$ cat config.mk
export PLATFORM = sky130hd
export DESIGN_NAME = ddrSequencer
export DESIGN_NICKNAME = d
export VERILOG_FILES = /design/src/logic/memBusPkg.sv /design/src/logic/tileCachePkg.sv /design/src/logic/ddrSequencer.sv
export SDC_FILE = /design/constraint.sdc
export NUM_CORES = 1
export LEC_CHECK = 0
export ABC_AREA = 1
export BUFFER_PORTS_ARGS = -buffer_cell sky130_fd_sc_hd__buf_2
export CAP_MARGIN = 30
export CELL_PAD_IN_SITES_DETAIL_PLACEMENT = 1
export CELL_PAD_IN_SITES_GLOBAL_PLACEMENT = 2
export CORE_AREA = 10 10 230 232
export CTS_BUF_LIST = sky130_fd_sc_hd__clkbuf_4 sky130_fd_sc_hd__clkbuf_8 sky130_fd_sc_hd__clkbuf_16
export DETAILED_ROUTE_END_ITERATION = 7
export DIE_AREA = 0 0 240 242
export PLACE_DENSITY_LB_ADDON = 0.1
export SETUP_SLACK_MARGIN = 0.4
export SYNTH_ARGS = -nofsm -noshare
export SYNTH_HDL_FRONTEND = slang
export SYNTH_SLANG_ARGS = --single-unit
$ cat constraint.sdc
create_clock -name clock -period 11.9 [get_ports clock]
set_input_delay 1.785 -clock clock [delete_from_list [all_inputs] [get_ports clock]]
set_output_delay 1.785 -clock clock [all_outputs]
set_load 0.005 [all_outputs]
$ cat src/logic/memBusPkg.sv
package memBusPkg;

	// operation codes shared by the client and DDR ports
	// tile ops carry 3'b111 in the low bits
	typedef enum logic [4:0]
	{
		opmReady     = 5'b00000,
		opmFlush     = 5'b00101,
		opmWriteTile = 5'b01111,
		opmReadTile  = 5'b10111
	} memOpm;

	// answer codes from the serving side
	typedef enum logic [1:0]
	{
		okReady = 2'b00,
		okOk    = 2'b01,
		okHold  = 2'b10
	} memOk;

	// request side, 165 bits
	typedef struct packed
	{
		logic [31:0]  addr;
		logic [127:0] data;
		memOpm        opm;
	} memReq;

	// response side, 130 bits
	typedef struct packed
	{
		logic [127:0] data;
		memOk         ok;
	} memResp;

	// any tile transfer, read or write
	function automatic logic isTileOpm(memOpm opm);
		return (opm[4:3] != 2'b00) && (opm[2:0] == 3'b111);
	endfunction

endpackage

$ cat src/logic/tileCachePkg.sv
package tileCachePkg;

	// default geometry, 256 tiles of 16 bytes
	localparam int indexBits = 8;
	// store write index is sized for any index width up to this
	localparam int storeIndexBits = 16;

	// flush command lives in the control region
	localparam logic [3:0] flushRegion  = 4'hF;
	localparam logic [3:0] flushCommand = 4'hE;

	// one request address, seen either as a tile address or as a command
	typedef union packed
	{
		struct packed
		{
			logic [27-indexBits:0] tag;
			logic [indexBits-1:0]  index;
			logic [3:0]            offset;
		} cacheView;
		struct packed
		{
			logic [3:0]  region;
			logic [23:0] ignored;
			logic [3:0]  command;
		} ctrlView;
	} tileAddr;

	// one line of the store, 161 bits
	typedef struct packed
	{
		logic [3:0]   epoch;
		logic         dirty;
		logic [27:0]  tile;
		logic [127:0] data;
	} tileEntry;

	typedef struct packed
	{
		logic                      enable;
		logic [storeIndexBits-1:0] index;
		tileEntry                  entry;
	} storeWrite;

	// full 28-bit tile number of an address
	function automatic logic [27:0] tileOf(tileAddr addr);
		return {addr.cacheView.tag, addr.cacheView.index};
	endfunction

	// RAM window: top two bits clear and some bit of 29:24 set
	function automatic logic inRamWindow(tileAddr addr);
		logic [27:0] tile;
		tile = tileOf(addr);
		return (tile[27:26] == 2'b00) && (tile[25:20] != 6'h00);
	endfunction

endpackage

$ cat src/logic/ddrSequencer.sv
module ddrSequencer
	import memBusPkg::*;
	import tileCachePkg::*;
(
	input  logic         clock,
	input  logic         reset,
	input  logic         missStart,
	input  tileEntry     victim,
	input  logic [27:0]  missTile,
	input  memResp       ddrResp,
	output memReq        ddrReq,
	output logic         fillDone,
	output logic [127:0] fillData
);

	typedef enum logic [1:0]
	{
		seqIdle,
		seqIssue,
		seqWrite,
		seqRead
	} seqState;

	seqState state;
	// dirty victim still to go out
	logic    writePending;

	logic [27:0]  victimTile;
	logic [27:0]  fetchTile;
	logic [31:0]  ddrAddr;
	logic [127:0] ddrData;
	memOpm        ddrOpm;

	assign ddrReq = '{addr: ddrAddr, data: ddrData, opm: ddrOpm};

	always_ff @(posedge clock)
	begin
		if (reset)
		begin
			state        <= seqIdle;
			writePending <= 1'b0;
			ddrOpm       <= opmReady;
			fillDone     <= 1'b0;
		end
		else
		begin
			fillDone <= 1'b0;
			case (state)
				seqIdle:
				begin
					if (missStart)
					begin
						writePending <= victim.dirty;
						state        <= seqIssue;
					end
				end
				seqIssue:
				begin
					// new opm only once DDR is back to READY
					if (ddrResp.ok == okReady)
					begin
						ddrOpm <= writePending ? opmWriteTile : opmReadTile;
						state  <= writePending ? seqWrite : seqRead;
					end
				end
				seqWrite:
				begin
					// HOLD keeps opm and address as they are
					if (ddrResp.ok == okOk)
					begin
						ddrOpm       <= opmReady;
						writePending <= 1'b0;
						state        <= seqIssue;
					end
				end
				seqRead:
				begin
					if (ddrResp.ok == okOk)
					begin
						ddrOpm   <= opmReady;
						fillDone <= 1'b1;
						state    <= seqIdle;
					end
				end
				default:
				begin
					state <= seqIdle;
				end
			endcase
		end
	end

	// addresses and data
	always_ff @(posedge clock)
	begin
		if ((state == seqIdle) && missStart)
		begin
			victimTile <= victim.tile;
			fetchTile  <= missTile;
			// write data, ignored by the read
			ddrData    <= victim.data;
		end
		if ((state == seqIssue) && (ddrResp.ok == okReady))
		begin
			ddrAddr <= {writePending ? victimTile : fetchTile, 4'h0};
		end
		if ((state == seqRead) && (ddrResp.ok == okOk))
		begin
			fillData <= ddrResp.data;
		end
	end

endmodule

==> summary.md <==
| Metric | Value |
|---|---|
| Clock root buffer | `clkbuf_16` |
| Routed wire length | `45.5 mm` |
| Minimum clock period | `3.59 ns` |
| Sw Share | `0.213` |
| Clk_lat worst skew | `0.55 ns` |
| Starting DRT DRC Count | `294` |
| CTS sink cnt | `347` |
| Initial antenna violation count | `25` |
| Post-synthesis simple-gate area fraction | `0.0390` |
| TritonCTS clock tree | `yes` |
| GRT overflow | `0` |
| Max_slew headroom | `0.286` |
| Pleak | `0.00657 µW` |
| Clk buf depth | `3` |
| DR vias | `6857` |
| Setup Buffers After CTS | `0` |
| PostCTS Resize Cnt | `0` |
| CP Capture Type | `flip-flop` |
| Vias in the first global route | `7601` |
| # setup viols final | `0` |
| Setup TNS | `0 ns` |
| PD cells | `169 mW/mm²` |
| Most frequent cells in the layout | `buf_2, edfxtp_1, nand2_1` |
| Peak supply drop | `103 µV` |
| DR vias/cell | `3.85` |
| Layout area overhead | `46.1%` |
| Die width | `240 µm` |
| Total GRT Usage | `0.154` |
| DRC viols | `0` |
| Worst path max stage delay | `0.61 ns` |
| Period utilization | `0.302` |
| CTS Hold Bufs | `0` |
| Global-route wire length before repair | `61.7 mm` |
| Gpl congestion | `0.762` |
| Htree depth | `2` |
| Syn Inst Count | `481` |
| Ys Warns | `0` |
| Synth Area in Compound Gates | `0.00560` |
| Netlist cell types | `24` |
| Max Clk Rate | `279 MHz` |
| Initial core utilization | `0.226` |
| Die area | `0.0581 mm²` |
| Mapped cell area | `0.0109 mm²` |
| Largest net degree at the start of global routing | `151` |
| Post-route ant nets | `0` |
| Clock buffer count from CTS | `41` |
| Comb pwr share | `0.055` |
| Max cap viols | `0` |
| Pint | `2130 µW` |
| Worst-path clk slew | `0.06 ns` |
| Final Hold Viols | `0` |
| Commonest non-fill, non-tap cell in the layout | `buf_2` |
| CP delay by family, top | `buffers and inverters` |
| CP max FO | `49` |
| Slew @ Worst Pin | `1.07 ns` |
| I/O Buffers | `607` |
| RSZ-0062 raised after global routing | `false` |
| Cell Chain, Critical Path | `buf_2 > inv_1 > nand3_2 > nor2_4 > buf_4 > buf_16 > buf_4` |
| Hold crit path type | `reg -> reg` |
| Post-synthesis adder-cell area fraction | `0` |
| Reg power frac | `0.526` |
| Post-DP HPWL | `36.4 mm` |
| Multiplexer area fraction after synthesis | `0` |
| Skew final | `0.0213 ns` |
| Seq cells post-synth | `347` |
| Final core utilization | `0.330` |
| Worst Setup Start Kind | `input port` |
| Crit path buf inv count | `5` |
| Req. time, crit path | `12.08 ns` |
| IO Pins | `616` |
| Crit path kind | `in -> reg` |
| Critical Path Slowest Stage Cell | `buf_4` |
| Critical Path AT | `3.77 ns` |
| Register area share after synthesis | `0.946` |
| Syn Area/Cell | `22.8 µm²` |
| WL/cell | `25.5 µm` |
| Slew Viols, Final | `0` |
| Row count | `81` |
| Clk pwr share | `0.419` |
| Crit path top cell by count | `buf_4` |
| Largest family of logic cells by synthesized area | `simple AND/OR/NAND/NOR gates` |
| Post-layout nets | `1449` |
| CORE AREA | `0.0484 mm²` |
| Fraction of layout cells with a size suffix above 1 | `0.593` |
| Switching Power | `577 µW` |
| Minimum hold slack | `0.500 ns` |
| Die extent in y | `242 µm` |
| DRT Pass-1 Iters | `5` |
| Status | `finished, final reports clean` |
| Xor and xnor fraction of the mapped netlist area | `0` |
-- layout make-up --
cell class / count / area (µm²)
tap: 622 / 778
clock inverter: 15 / 76.3
antenna: 11 / 27.5
fill: 5191 / 32500
sequential: 347 / 10400
inverter: 5 / 20.0
clock buffer: 50 / 1110
multi-input combinational: 120 / 518
timing repair buffer: 612 / 3110
-- cell usage after synthesis, drive strengths merged --
library cell | n | area [µm²]
nor2 | 9 | 36.3
nor3 | 1 | 5.00
o21ai | 3 | 15.0
a22oi | 1 | 7.51
clkinv | 1 | 5.00
nand2 | 91 | 349
buf | 9 | 70.1
dfxtp | 7 | 140
o211ai | 1 | 7.51
inv | 4 | 15.0
clkbuf | 3 | 11.3
edfxtp | 340 | 10200
nand4 | 1 | 6.26
nand3 | 4 | 30.0
conb | 1 | 3.75
o21bai | 1 | 7.51
a21oi | 4 | 23.8
-- kinds of logic after synthesis --
family | count (synthesis)
simple gates | 106
other cells | 1
compound gates | 10
flops | 347
buf+inv | 17
-- routing by layer --
layer,track usage,up-vias,wire [µm]
met3,0.0735,89,4670
met4,0.0558,18,1250
li1,-,3133,-
met5,0,-,93
met1,0.146,3319,14700
met2,0.281,298,24800
-- path summary, 6_finish.rpt --
check	startpoint	endpoint	slack [ns]	cells after the start
worst max-delay path	ddrResp[1]	fillData[114]$_DFFE_PP_	8.31	7
worst min-delay path	fetchTile[25]$_DFFE_PP_	ddrAddr[29]$_DFFE_PP_	0.50	2
worst min register to register	fetchTile[25]$_DFFE_PP_	ddrAddr[29]$_DFFE_PP_	0.50	2
worst max register to register	state[1]$_SDFFE_PP0P_	fillData[114]$_DFFE_PP_	9.22	5
-- worst min-delay path, cell delays in order (launching register included) --
cell and delay, ns:
edfxtp_1 0.32, nand2_1 0.05, nand2_1 0.05
-- registers in the layout (all words and copies together), names as in the netlist, 2 cells and up --
register,flops
ddrAddr,28
ddrData,128
state,2
fetchTile,28
victimTile,28
ddrOpm,3
fillData,128
-- through the flow --
stage	setup slack [ns]	cells	total power [µW]	area [µm²]
global route	8.19	1777	2830	16000
detailed placement	7.71	1706	1600	14800
CTS	8.31	1771	2760	16000
global placement	7.51	1705	1600	14700
finish	8.31	1782	2700	16000
floorplan	1.66	484	1500	11000
-- power by group through the flow --
| stage | Combinational (µW) | Clock, µW | Sequential [µW] |
|---|---|---|---|
| after global routing | 169 | 1230 | 1430 |
| after global placement | 155 | 0 | 1450 |
| final | 149 | 1130 | 1420 |
| after floorplan | 35.7 | 0 | 1460 |
| after detailed placement | 156 | 0 | 1450 |
| after CTS | 156 | 1180 | 1420 |
Power figures use the tool's default switching activity.
