[src/logic/memBusPkg.sv]
package memBusPkg;

	// operation codes shared by the client and DDR ports
	// tile ops carry 3'b111 in the low bits
	typedef enum logic [4:0]
	{
		opmReady     = 5'b00000,
		opmFlush     = 5'b00101,
		opmWriteTile = 5'b01111,
		opmReadTile  = 5'b10111
	} memOpm;

	// answer codes from the serving side
	typedef enum logic [1:0]
	{
		okReady = 2'b00,
		okOk    = 2'b01,
		okHold  = 2'b10
	} memOk;

	// request side, 165 bits
	typedef struct packed
	{
		logic [31:0]  addr;
		logic [127:0] data;
		memOpm        opm;
	} memReq;

	// response side, 130 bits
	typedef struct packed
	{
		logic [127:0] data;
		memOk         ok;
	} memResp;

	// any tile transfer, read or write
	function automatic logic isTileOpm(memOpm opm);
		return (opm[4:3] != 2'b00) && (opm[2:0] == 3'b111);
	endfunction

endpackage

[src/logic/tileCachePkg.sv]
package tileCachePkg;

	// default geometry, 256 tiles of 16 bytes
	localparam int indexBits = 8;
	// store write index is sized for any index width up to this
	localparam int storeIndexBits = 16;

	// flush command lives in the control region
	localparam logic [3:0] flushRegion  = 4'hF;
	localparam logic [3:0] flushCommand = 4'hE;

	// one request address, seen either as a tile address or as a command
	typedef union packed
	{
		struct packed
		{
			logic [27-indexBits:0] tag;
			logic [indexBits-1:0]  index;
			logic [3:0]            offset;
		} cacheView;
		struct packed
		{
			logic [3:0]  region;
			logic [23:0] ignored;
			logic [3:0]  command;
		} ctrlView;
	} tileAddr;

	// one line of the store, 161 bits
	typedef struct packed
	{
		logic [3:0]   epoch;
		logic         dirty;
		logic [27:0]  tile;
		logic [127:0] data;
	} tileEntry;

	typedef struct packed
	{
		logic                      enable;
		logic [storeIndexBits-1:0] index;
		tileEntry                  entry;
	} storeWrite;

	// full 28-bit tile number of an address
	function automatic logic [27:0] tileOf(tileAddr addr);
		return {addr.cacheView.tag, addr.cacheView.index};
	endfunction

	// RAM window: top two bits clear and some bit of 29:24 set
	function automatic logic inRamWindow(tileAddr addr);
		logic [27:0] tile;
		tile = tileOf(addr);
		return (tile[27:26] == 2'b00) && (tile[25:20] != 6'h00);
	endfunction

endpackage

[src/logic/tileCacheCtrl.sv]
module tileCacheCtrl
	import memBusPkg::*;
	import tileCachePkg::*;
#(
	parameter int indexBits = tileCachePkg::indexBits
)
(
	input  logic                 clock,
	input  logic                 reset,
	input  memReq                request,
	input  tileEntry             readEntry,
	input  logic                 fillDone,
	input  logic [127:0]         fillData,
	output memResp               response,
	output logic [indexBits-1:0] readIndex,
	output storeWrite            write,
	output logic                 missStart,
	output tileEntry             victim,
	output logic [27:0]          missTile
);

	// registered client request
	tileAddr      reqAddr;
	logic [127:0] reqData;
	memOpm        reqOpm;

	logic [27:0]          reqTile;
	logic [indexBits-1:0] reqIndex;
	// index the store read last edge
	logic [indexBits-1:0] lastIndex;

	// current flush epoch, 0 only right after reset or a wrap
	logic [3:0] epoch;
	logic       flushLast;
	// request already answered with OK, a stale copy sits in the register
	logic       served;
	logic       wroteLast;
	logic       missPending;

	logic isFlush;
	logic ramAccess;
	logic settled;
	logic entryHit;
	logic hold;

	assign reqTile   = tileOf(reqAddr);
	assign reqIndex  = reqTile[indexBits-1:0];
	assign readIndex = reqIndex;

	// cached tile access inside the RAM window
	assign ramAccess = !served && isTileOpm(reqOpm) && inRamWindow(reqAddr);

	// flush is a command word on the flush opm
	assign isFlush = !served && (reqOpm == opmFlush) &&
		(reqAddr.ctrlView.region == flushRegion) &&
		(reqAddr.ctrlView.command == flushCommand);

	// store output belongs to this request and is not one write behind
	assign settled  = (lastIndex == reqIndex) && !wroteLast && (epoch != 4'h0);
	// stale epoch counts as a miss even when the tile matches
	assign entryHit = (readEntry.tile == reqTile) && (readEntry.epoch == epoch);

	assign hold = ramAccess && (!settled || !entryHit || missPending);

	// one pulse per miss, sequencer latches the victim
	assign missStart = ramAccess && settled && !entryHit && !missPending;
	assign victim    = readEntry;
	assign missTile  = reqTile;

	// client answer
	always_comb
	begin
		response.data = ramAccess ? readEntry.data : 128'h0;
		if (hold)
		begin
			response.ok = okHold;
		end
		else if (!served && (reqOpm != opmReady))
		begin
			// cached hit, uncached access or flush
			response.ok = okOk;
		end
		else
		begin
			response.ok = okReady;
		end
	end

	// store write, fill first, else write hit
	always_comb
	begin
		write             = '0;
		write.index       = storeIndexBits'(reqIndex);
		write.entry.epoch = epoch;
		write.entry.tile  = reqTile;
		if (fillDone)
		begin
			// fresh tile from DDR comes in clean
			write.enable     = 1'b1;
			write.entry.data = fillData;
		end
		else if (ramAccess && !hold && (reqOpm == opmWriteTile))
		begin
			// commits in the OK cycle
			write.enable      = 1'b1;
			write.entry.dirty = 1'b1;
			write.entry.data  = reqData;
		end
	end

	// registered opcode, READY out of reset
	always_ff @(posedge clock)
	begin
		if (reset)
		begin
			reqOpm <= opmReady;
		end
		else if (!hold)
		begin
			reqOpm <= request.opm;
		end
	end

	always_ff @(posedge clock)
	begin
		if (!hold)
		begin
			reqAddr <= request.addr;
			reqData <= request.data;
		end
		lastIndex <= reqIndex;
	end

	always_ff @(posedge clock)
	begin
		if (reset)
		begin
			epoch       <= 4'h0;
			flushLast   <= 1'b0;
			served      <= 1'b0;
			wroteLast   <= 1'b0;
			missPending <= 1'b0;
		end
		else
		begin
			// edge guard, one bump per flush
			// epoch 0 bumps itself so old lines all miss
			if ((isFlush && !flushLast) || (epoch == 4'h0))
			begin
				epoch <= epoch + 4'h1;
			end
			flushLast <= isFlush;
			served    <= (response.ok == okOk);
			wroteLast <= write.enable;
			if (fillDone)
			begin
				missPending <= 1'b0;
			end
			else if (missStart)
			begin
				missPending <= 1'b1;
			end
		end
	end

endmodule

[config.mk]
export PLATFORM = sky130hd
export DESIGN_NAME = tileCacheCtrl
export DESIGN_NICKNAME = d
export VERILOG_FILES = /design/src/logic/memBusPkg.sv /design/src/logic/tileCachePkg.sv /design/src/logic/tileCacheCtrl.sv
export SDC_FILE = /design/constraint.sdc
export NUM_CORES = 1
export LEC_CHECK = 0
export BUFFER_PORTS_ARGS = -buffer_cell sky130_fd_sc_hd__buf_2
export CAP_MARGIN = 20
export CORE_AREA = 4 4 368 370
export DETAILED_ROUTE_END_ITERATION = 10
export DIE_AREA = 0 0 372 374
export GPL_TIMING_DRIVEN = 0
export PLACE_DENSITY_LB_ADDON = 0.15
export SLEW_MARGIN = 20
export SYNTH_ARGS = -nofsm -noshare
export SYNTH_HDL_FRONTEND = slang
export SYNTH_SLANG_ARGS = --single-unit
export TNS_END_PERCENT = 50
[constraint.sdc]
create_clock -name clock -period 13.6 [get_ports clock]
set_input_delay 2.72 -clock clock [delete_from_list [all_inputs] [get_ports clock]]
set_output_delay 2.72 -clock clock [all_outputs]
set_load 0.005 [all_outputs]
==> results of run 1 <==
-- state kept, by name (all words and copies together) (netlist names), 4 cells and up --
name,count
epoch,4
lastIndex,8
reqAddr,32
reqData,128
reqOpm,5
-- power groups by stage --
stage / clock network (mW) / registers (mW) / logic, mW
after floorplan: 0 / 0.660 / 0.128
after global placement: 0 / 0.671 / 0.332
after detailed placement: 0 / 0.671 / 0.330
after CTS: 0.599 / 0.659 / 0.332
after global routing: 0.614 / 0.661 / 0.349
final: 0.562 / 0.658 / 0.320
-- layout make-up --
type                    count  area, sq um  share of cell area, %
plain buffers             318         2190                   11.5
multi-input cells         642         3820                   20.1
repair buffers            956         4870                   25.7
flip-flops and latches    181         5230                   27.5
clock inverters            14          179                  0.943
inverters                   6         22.5                  0.119
diodes                     13         32.5                  0.171
clock buffers              18          429                   2.26
well taps                1768         2210                   11.7
-- cells in the final DEF (no fill, tap or decap), drive strengths merged, types with 2 or more instances in the layout --
cell type,n
o21ai,129
clkbuf,83
xor2,40
o2111ai,4
nor2,12
and3,2
ha,2
clkinv,8
conb,8
dfxtp,21
nor4,14
edfxtp,160
diode,13
xnor2,2
inv,9
nand3,3
bufinv,3
a21oi,4
nand2,136
nand4,4
or4,3
nor3,6
and2,128
nand3b,130
buf,1209
o31ai,2
-- metrics by stage --
step	instance area, sq um	worst slack (ns)
after detailed placement	18300	4.88
final	19000	5.00
after floorplan	11200	5.88
after global routing	18900	4.85
after global placement	18200	1.86
after CTS	18900	4.87
-- worst min-delay path: stages, from the launching register on --
cell and delay [ns]:
dfxtp_1 0.32, inv_1 0.05, a211oi_1 0.06
-- cells in the mapped netlist, drive strengths merged --
library cell	instances	area share (%)
dfxtp	21	3.7
xnor2	2	0.16
o2111ai	4	0.31
o211ai	1	0.067
nand3b	130	8.7
and4	1	0.078
nand3	3	0.18
nand2b	1	0.056
nand2	136	4.6
xor2	40	3.1
ha	2	0.22
a21boi	1	0.067
conb	1	0.033
o31ai	2	0.26
a2111oi	1	0.25
inv	6	0.20
and4b	1	0.089
nand4	4	0.22
nor4bb	1	0.089
a211oi	1	0.067
nor3	6	0.27
o21bai	1	0.067
o21ai	129	5.8
edfxtp	160	43
and3	2	0.11
clkbuf	65	2.2
nor2b	1	0.056
a21oi	4	0.18
or4	3	0.23
buf	253	17
or3	1	0.056
and2	128	7.1
nand4b	1	0.078
nor2	12	0.40
nor4	14	0.78
mux2i	1	0.089
-- layer usage --
metal  wire length [um]  track usage, %  share of wire (%)
met1              32300            12.8                 36
met2              48700            23.9                 54
met3               6810            4.13                7.6
met4               1580            2.66                1.8
met5                297               0               0.33
-- path summary, 6_finish.rpt --
kind | startpoint | end | slack (ns)
max | readEntry[160] | write[123] | 5.00
min | missPending | missPending | 0.47
min reg2reg | missPending | missPending | 0.47
max reg2reg | reqAddr[27] | reqData[66] | 9.77
-- cells by family (layout without fill, tap and decap cells) --
family                     after synthesis  after routing
buffers and inverters                  324           1312
other                                    1             21
xor gates and xnor gates                42             42
DFF                                    181            181
adders and majority gates                2              2
and+or+nand+nor                        445            445
muxes                                    1              1
AOI/OAI and AO/OA                      144            144
==> metrics.cfg, run 1 <==
[global_route]
track_usage_pct=12.4
grt_pass1_wl_um=114000
grt_pass1_vias=12100
grt_max_degree=43
overflow=0
antenna_found_initial=57

[clock_tree]
post_cts_buffers=0
cts_made_buffers=17
cts-root-buf=clkbuf_16
cts_hold_buf=0
clock_latency_ns=0.52
cts_tree=built
h-tree-depth=4
post_cts_resized=0
clockBufferDepth=2
cts_sinks=181
clk_pin_slew_worst_paths_ns=0.08

[routing]
drt-initial-drc-count=396
drc_errors=0
routedWlPerCell_um=22.9
drtAntennaViolNets=0
vias=11900
first_pass_iters=4
vias_per_cell=3.04
routed_wl_um=89700

[floorplan]
row_count=134
die_area_sq_mm=0.139
die_y_um=374
floorplan.initialDensity_pct=8.46
pin_count=963
core_sq_mm=0.133
die_width_um=372

[power]
leakagePower_nw=8.88
power_frac_seq_pct=42.7
clockPowerShare_pct=36.5
power_density_mw_per_mm2=81.1
power_mw=1.54
p_int_mw=1.09
sw_frac_of_total_pct=29.4
ir_worst_vdd_mv=0.108
p_sw_uw=453
power_frac_comb_pct=20.8

[hold_path]
holdPathStages=2
hold_path.class=flop to flop

[worst_setup_path]
max_stage_delay_ns=0.74
worst-path-buf-inv=3
crit_top_cell=buf_2
crit_path_top_delay_cell=o21ai_0
critPathRequiredTime_ns=10.88
ff2ff_path_depth=9
cp_cell_sequence=buf_2 > xor2_1 > nor4_1 > nand4_1 > or4_4 > clkbuf_1 > o21ai_0 > buf_2
end_kind=primary output
crit_path_start_kind=input port
arrival_ns=5.88
cp_num_cells=8
critPathKind=input port to primary output
critPathMaxFanout=10
cpLargestDelayFamily=simple AND/OR/NAND/NOR gates

[yosys]
synth_top_family_by_area=simple AND/OR/NAND/NOR gates
synth_compound_area_share_pct=7.02
seq_area_frac_synth_pct=46.6
synthDistinctLibCells=41
synth_xor_xnor_area_share_pct=3.28
ys_ff_latch=181
syn_area_sq_mm=0.0112
syn_area_per_cell_sq_um=9.84
synth_warnings=0
synth.area.mux_share_pct=0.0892
synthAdderAreaFrac_pct=0.223
synth-simple-area-share_pct=23.1
postSynthCellCount=1140

[placed_design]
dp_hpwl_um=78500
dp_cells=3871
place.gp.congestion=0.845
io_buffers=952

[sta]
worst_pin_slew_ns=0.975
grt_setup_unrepaired=no
hold_slack_ns=0.467
finalCritPeriodShare_pct=63.2
slew_headroom_pct=35.0
min_period_ns=8.60
hold_viol_final=0
setup_viol=0
tns_ns=0
timing.fmax_mhz=116
finClkSkew_ns=0.0163
drv_slew=0

[final_layout]
drive_above_1_share_pct=58.3
nets=2581
fin_cells=3916
final_util_pct=14.3
fill_cells=15400
area_delta_synth_final_pct=69.2

[flow_run]
cap_violations=0

[status]
status=finished clean

No activity file was read; power rests on OpenSTA's default activity.
==> run 2, diff against run 1 <==
--- a/config.mk
+++ b/config.mk
@@ -7,9 +7,9 @@
 export LEC_CHECK = 0
 export BUFFER_PORTS_ARGS = -buffer_cell sky130_fd_sc_hd__buf_2
 export CAP_MARGIN = 20
-export CORE_AREA = 4 4 368 370
+export CORE_AREA = 4 4 371 373
 export DETAILED_ROUTE_END_ITERATION = 10
-export DIE_AREA = 0 0 372 374
+export DIE_AREA = 0 0 375 377
 export GPL_TIMING_DRIVEN = 0
 export PLACE_DENSITY_LB_ADDON = 0.15
 export SLEW_MARGIN = 20
==> constraint.sdc (replaced) <==
create_clock -name clock -period 8 [get_ports clock]
set_input_delay 1.6 -clock clock [delete_from_list [all_inputs] [get_ports clock]]
set_output_delay 1.6 -clock clock [all_outputs]
set_load 0.005 [all_outputs]
==> run 2 against run 1 <==
  * Via count shrank 1.2%
  * Register-to-register slack got worse by 5.5 ns
  * Clock skew grew 0.00080 ns
  * Critical path depth did not move
  * Clock-buffer cell count rose by 1
  * Non-clock buffer count did not move
  * Critical endpoint is now write[121]
  * First-iteration DRC count grew 4.8%
  * Flip-flop and latch count unchanged
  * Utilization down 0.23 points
  * Sequential share of layout area barely moved
  * Combinational power rose by 69%
==> metrics.cfg, run 2 (synthesis results as in run 1) <==
[status]
status=finished clean  ; unchanged

[worst_setup_path]
end_kind=primary output  ; unchanged
critPathRequiredTime_ns=6.40  ; was 10.88 ns
critPathMaxFanout=10  ; unchanged
arrival_ns=4.66  ; was 5.88 ns
crit_path_start_kind=input port  ; unchanged
critPathKind=input port to primary output  ; unchanged

[sta]
slew_headroom_pct=32.2  ; was 35.0%
hold_viol_final=0  ; unchanged
drv_slew=0  ; unchanged
setup_viol=0  ; unchanged
finalCritPeriodShare_pct=78.2
min_period_ns=6.26
worst_pin_slew_ns=1.02  ; was 0.975 ns
timing.fmax_mhz=160
finClkSkew_ns=0.0171  ; was 0.0163 ns
grt_setup_unrepaired=no  ; unchanged

[placed_design]
place.gp.congestion=0.807  ; was 0.845
dp_cells=3884  ; was 3,871
dp_hpwl_um=76100  ; was 78,500 um
io_buffers=952  ; unchanged

[final_layout]
regMostFlops=reqData  ; unchanged
nets=2581  ; unchanged
fin_cells=3945  ; was 3,916
final_util_pct=14.1  ; was 14.3%
final_common_cell=buf_2  ; unchanged
most-common-layout-cells=buf_2, buf_4, edfxtp_1  ; unchanged
largest_reg_flops=128  ; unchanged
drive_above_1_share_pct=58.3  ; about the same
area_delta_synth_final_pct=69.1  ; was 69.2%
top_regs=reqData (128), reqAddr (32), lastIndex (8)  ; unchanged

[global_route]
antenna_found_initial=58  ; was 57
grt_use_met2_pct=21.9  ; was 23.9%
grt_pass1_vias=12200  ; was 12,100
grt_pass1_wl_um=111000  ; was 114,000 um
track_usage_pct=11.8  ; was 12.4%
overflow=0  ; unchanged
grt_util_met3_pct=4.88  ; was 4.13%
grt-busiest-layer=met2  ; unchanged
gr-usage-met1_pct=12.1  ; was 12.8%
grt_max_degree=46  ; was 43

[power]
p_sw_uw=738  ; was 453 uW
power_frac_seq_pct=44.4  ; was 42.7%
leakagePower_nw=8.85  ; was 8.88 nW
clockPowerShare_pct=34.2  ; was 36.5%
power_density_mw_per_mm2=133  ; was 81.1 mW/mm^2
power_frac_comb_pct=21.5  ; was 20.8%
sw_frac_of_total_pct=29.3  ; was 29.4%
ir_worst_vdd_mv=0.185  ; was 0.108 mV
p_int_mw=1.78  ; was 1.09 mW

[routing]
first_pass_iters=4  ; unchanged
vias_per_cell=2.98  ; was 3.04
routedWlPerCell_um=22.1  ; was 22.9 um
drc_errors=0  ; unchanged
vias=11800  ; was 11,900
routed_wl_um=87000  ; was 89,700 um
drtAntennaViolNets=0  ; unchanged
drt-initial-drc-count=415  ; was 396

[clock_tree]
cts_hold_buf=0  ; unchanged
post_cts_buffers=0  ; unchanged
post_cts_resized=0  ; unchanged
cts-root-buf=clkbuf_16  ; unchanged
cts_made_buffers=17  ; unchanged
cts_tree=built  ; unchanged
clk_pin_slew_worst_paths_ns=0.07  ; was 0.08 ns
clockBufferDepth=2  ; unchanged
clock_latency_ns=0.51  ; was 0.52 ns
h-tree-depth=4  ; unchanged
cts_sinks=181  ; unchanged

[floorplan]
pin_count=963  ; unchanged
die_area_sq_mm=0.141  ; was 0.139 sq mm
core_sq_mm=0.135  ; was 0.133 sq mm
floorplan.initialDensity_pct=8.33  ; was 8.46%
die_width_um=375  ; was 372 um
row_count=135  ; was 134
die_y_um=377  ; was 374 um

[hold_path]
hold_path.class=flop to flop  ; unchanged

[flow_run]
cap_violations=0  ; unchanged

-- run 2: cell count changes in the layout (fill, tap and decap cells not counted), moves of 2 or more --
cell | previous run | this run
bufinv_16 | 3 | 1
clkinvlp_4 | 0 | 2
clkinv_2 | 2 | 4
clkinv_4 | 3 | 1
diode_2 | 13 | 29
-- run 2: metal layers --
layer / wire (um) / vias to the layer above / share of wire, %
met5: 262 / - / 0.30
met4: 2100 / 40 / 2.4
met3: 7200 / 110 / 8.3
met2: 45600 / 534 / 52
met1: 31900 / 5418 / 37
li1: - / 5650 / -
-- run 2: worst max-delay path, cell delays in order --
cell,delay (ns)
buf_2,0.11
xor2_1,0.14
nor4_1,0.69
nand4_1,0.26
or4_4,0.67
clkbuf_1,0.34
o21ai_0,0.60
buf_2,0.22
-- run 2: power groups by stage --
stage,Clock (mW),Sequential [mW],Combinational [mW]
finish,0.860,1.12,0.540
CTS,0.928,1.12,0.559
floorplan,0,1.12,0.217
global route,0.955,1.12,0.591
global placement,0,1.14,0.559
detailed placement,0,1.14,0.554
-- run 2: path summary, 6_finish.rpt --
path	start	to	slack (ns)	depth (start not counted)
setup reg to reg	reqAddr[28]	reqData[40]	4.30	8
hold reg to reg	missPending	missPending	0.46	2
hold / removal	missPending	missPending	0.46	2
setup / recovery	readEntry[160]	write[121]	1.74	8
-- run 2: area by class of cell --
| class | count | area (sq um) |
|---|---|---|
| multi-input cells | 642 | 3820 |
| fillers | 15600 | 116000 |
| flip-flops and latches | 181 | 5230 |
| diodes | 29 | 72.6 |
| plain buffers | 318 | 2190 |
| inverters | 6 | 22.5 |
| well taps | 1781 | 2230 |
| clock inverters | 13 | 108 |
| clock buffers | 19 | 433 |
| repair buffers | 956 | 4870 |
-- run 2: metrics by stage --
step	setup WS (ns)	area [sq um]	setup TNS [ns]	total power [mW]	hold slack, ns
floorplan	1.40	11200	0	1.34	0.434
global placement	-2.53	18200	-394.31	1.70	0.459
detailed placement	1.53	18300	0	1.69	0.454
CTS	1.52	18900	0	2.60	0.464
global route	1.55	18900	0	2.67	0.489
finish	1.74	19000	0	2.52	0.463
==> run 3, diff against run 2 <==
--- a/config.mk
+++ b/config.mk
@@ -7,9 +7,9 @@
 export LEC_CHECK = 0
 export BUFFER_PORTS_ARGS = -buffer_cell sky130_fd_sc_hd__buf_2
 export CAP_MARGIN = 20
-export CORE_AREA = 4 4 371 373
+export CORE_AREA = 4 4 369 371
 export DETAILED_ROUTE_END_ITERATION = 10
-export DIE_AREA = 0 0 375 377
+export DIE_AREA = 0 0 373 375
 export GPL_TIMING_DRIVEN = 0
 export PLACE_DENSITY_LB_ADDON = 0.15
 export SLEW_MARGIN = 20
==> constraint.sdc (replaced) <==
create_clock -name clock -period 5.2 [get_ports clock]
set_input_delay 1.04 -clock clock [delete_from_list [all_inputs] [get_ports clock]]
set_output_delay 1.04 -clock clock [all_outputs]
set_load 0.005 [all_outputs]
==> run 3 against run 2 <==
  * Cell count is 0.51% lower
  * Register-to-register slack worse by 2.7 ns
  * First-iteration DRC count is 21% higher
  * Die area is 1.1% lower
  * Combinational power is 55% higher
  * Sequential share of layout area hardly changed
  * Clock power is 66% higher
  * Total power is 58% higher
  * Critical path depth is 1 higher
==> metrics.cfg, run 3 (synthesis results as in run 1) <==
[power]
clockPowerShare_pct=36.0  ; was 34.2%
p_int_mw=2.83  ; was 1.78 mW
sw_frac_of_total_pct=28.8  ; was 29.3%
power_density_mw_per_mm2=210  ; was 133 mW/mm^2
leakagePower_nw=8.87  ; was 8.85 nW
p_sw_mw=1.15  ; was 738 uW
power_mw=3.98  ; was 2.52 mW
power_frac_comb_pct=21.0  ; was 21.5%
power_frac_seq_pct=43.1  ; was 44.4%
ir_worst_vdd_mv=0.275  ; was 0.185 mV

[worst_setup_path]
end_kind=primary output  ; unchanged
crit_path_start_kind=input port  ; unchanged
crit_path_top_delay_cell=or4_4  ; was nor4_1
cp_cell_sequence=buf_2 > xor2_1 > nor4_2 > nand4_1 > or4_4 > buf_6 > buf_6 > o21ai_1 > buf_2  ; was buf_2 > xor2_1 > nor4_1 > nand4_1 > or4_4 > clkbuf_1 > o21ai_0 > buf_2
critPathMaxFanout=10  ; unchanged
worst-path-buf-inv=4  ; was 3
critPathKind=input port to primary output  ; unchanged
cpLargestDelayFamily=simple AND/OR/NAND/NOR gates  ; unchanged
arrival_ns=3.98  ; was 4.66 ns
critPathRequiredTime_ns=4.16  ; was 6.40 ns
max_stage_delay_ns=0.65  ; was 0.69 ns

[flow_run]
cap_violations=0  ; unchanged

[placed_design]
place.gp.congestion=0.833  ; was 0.807
io_buffers=952  ; unchanged
dp_hpwl_um=74700  ; was 76,100 um
placed_area_sq_mm=0.0183  ; about the same

[clock_tree]
clockBufferDepth=2  ; unchanged
cts_sinks=181  ; unchanged
cts_hold_buf=0  ; unchanged
h-tree-depth=4  ; unchanged
clock_latency_ns=0.51  ; about the same
clk_pin_slew_worst_paths_ns=0.08  ; was 0.07 ns
cts-root-buf=clkbuf_16  ; unchanged
cts_made_buffers=17  ; unchanged
cts_tree=built  ; unchanged

[sta]
hold_viol_final=0  ; unchanged
grt_setup_unrepaired=no  ; unchanged
timing.fmax_mhz=199
finClkSkew_ns=0.0169  ; was 0.0171 ns
setup_viol=0  ; unchanged
worst_pin_slew_ns=1.02  ; about the same
finalCritPeriodShare_pct=96.5
slew_headroom_pct=32.2  ; about the same
min_period_ns=5.02
tns_ns=0  ; unchanged
drv_slew=0  ; unchanged

[floorplan]
die_area_sq_mm=0.140  ; was 0.141 sq mm
row_count=134  ; was 135
pin_count=963  ; unchanged
die_width_um=373  ; was 375 um
core_sq_mm=0.133  ; was 0.135 sq mm
die_y_um=375  ; was 377 um
floorplan.initialDensity_pct=8.44  ; was 8.33%

[routing]
drtAntennaViolNets=0  ; unchanged
vias=11800  ; about the same
drc_errors=0  ; unchanged
vias_per_cell=3.02  ; was 2.98
first_pass_iters=4  ; unchanged
drt-initial-drc-count=502  ; was 415
routedWlPerCell_um=22.0  ; was 22.1 um
routed_wl_um=86300  ; was 87,000 um

[final_layout]
nets=2582  ; was 2,581
most-common-layout-cells=buf_2, buf_4, edfxtp_1  ; unchanged
final_common_cell=buf_2  ; unchanged
drive_above_1_share_pct=58.5  ; was 58.3%
top_regs=reqData (128), reqAddr (32), lastIndex (8)  ; unchanged
fill_cells=15400  ; was 15,600
regMostFlops=reqData  ; unchanged
area_delta_synth_final_pct=69.2  ; was 69.1%
largest_reg_flops=128  ; unchanged
final_cell_area_sq_mm=0.0190  ; about the same

[global_route]
grt_pass1_vias=12200  ; about the same
track_usage_pct=11.9  ; was 11.8%
overflow=0  ; unchanged
grt_pass1_wl_um=112000  ; was 111,000 um
grt_max_degree=78  ; was 46
antenna_found_initial=56  ; was 58

[status]
status=finished clean  ; unchanged

[hold_path]
hold_path.class=flop to flop  ; unchanged

-- run 3: metrics by stage --
step / util (%) / setup WS (ns) / hold WS (ns) / cells
after floorplan: - / 0.678 / 0.434 / 1147
after CTS: 14.2 / 0.0232 / 0.472 / 3902
after global routing: 14.2 / 0.0118 / 0.451 / 3907
final: 14.3 / 0.180 / 0.434 / 3925
after detailed placement: 13.8 / -0.0898 / 0.461 / 3870
after global placement: 13.7 / -2.05 / 0.455 / 3867
-- run 3: cell type report --
type | count | area (sq um) | share of cell area (%)
clock inverter | 13 | 155 | 0.818
inverter | 6 | 22.5 | 0.119
buffer | 318 | 2190 | 11.5
sequential | 181 | 5230 | 27.5
multi-input combinational | 642 | 3840 | 20.2
clock buffer | 19 | 433 | 2.28
tap | 1768 | 2210 | 11.7
timing repair buffer | 957 | 4850 | 25.5
antenna | 21 | 52.6 | 0.277
-- run 3: worst paths after layout --
| path | endpoint | cells past startpoint | start | slack (ns) |
|---|---|---|---|---|
| worst max-delay path | write[111] | 9 | readEntry[160] | 0.18 |
| worst min-delay path | lastIndex[0] | 0 | reqAddr[4] | 0.43 |
| worst max register to register | reqData[72] | 6 | reqAddr[30] | 1.56 |
| worst min register to register | lastIndex[0] | 0 | reqAddr[4] | 0.43 |
-- run 3: metal layers --
layer  part of all wire [%]  global-route usage, %
met1                     39                   13.0
met2                     53                   22.1
met3                    6.8                   4.11
met4                    1.4                   2.43
met5                   0.28                      0
-- run 3: repair_timing --
| action | CTS | global route |
|---|---|---|
| setup buffers | 0 | 2 |
| setup endpoints to repair | 8 | 2 |
| gates resized for setup | 1 | 1 |
-- run 3: power by group through the flow --
stage	logic, mW	registers (mW)	clock network [mW]
2_1_floorplan	0.334	1.73	0
3_3_place_gp	0.862	1.75	0
3_5_place_dp	0.857	1.75	0
4_1_cts	0.864	1.72	1.53
5_1_grt	0.917	1.73	1.57
6_report	0.835	1.72	1.43
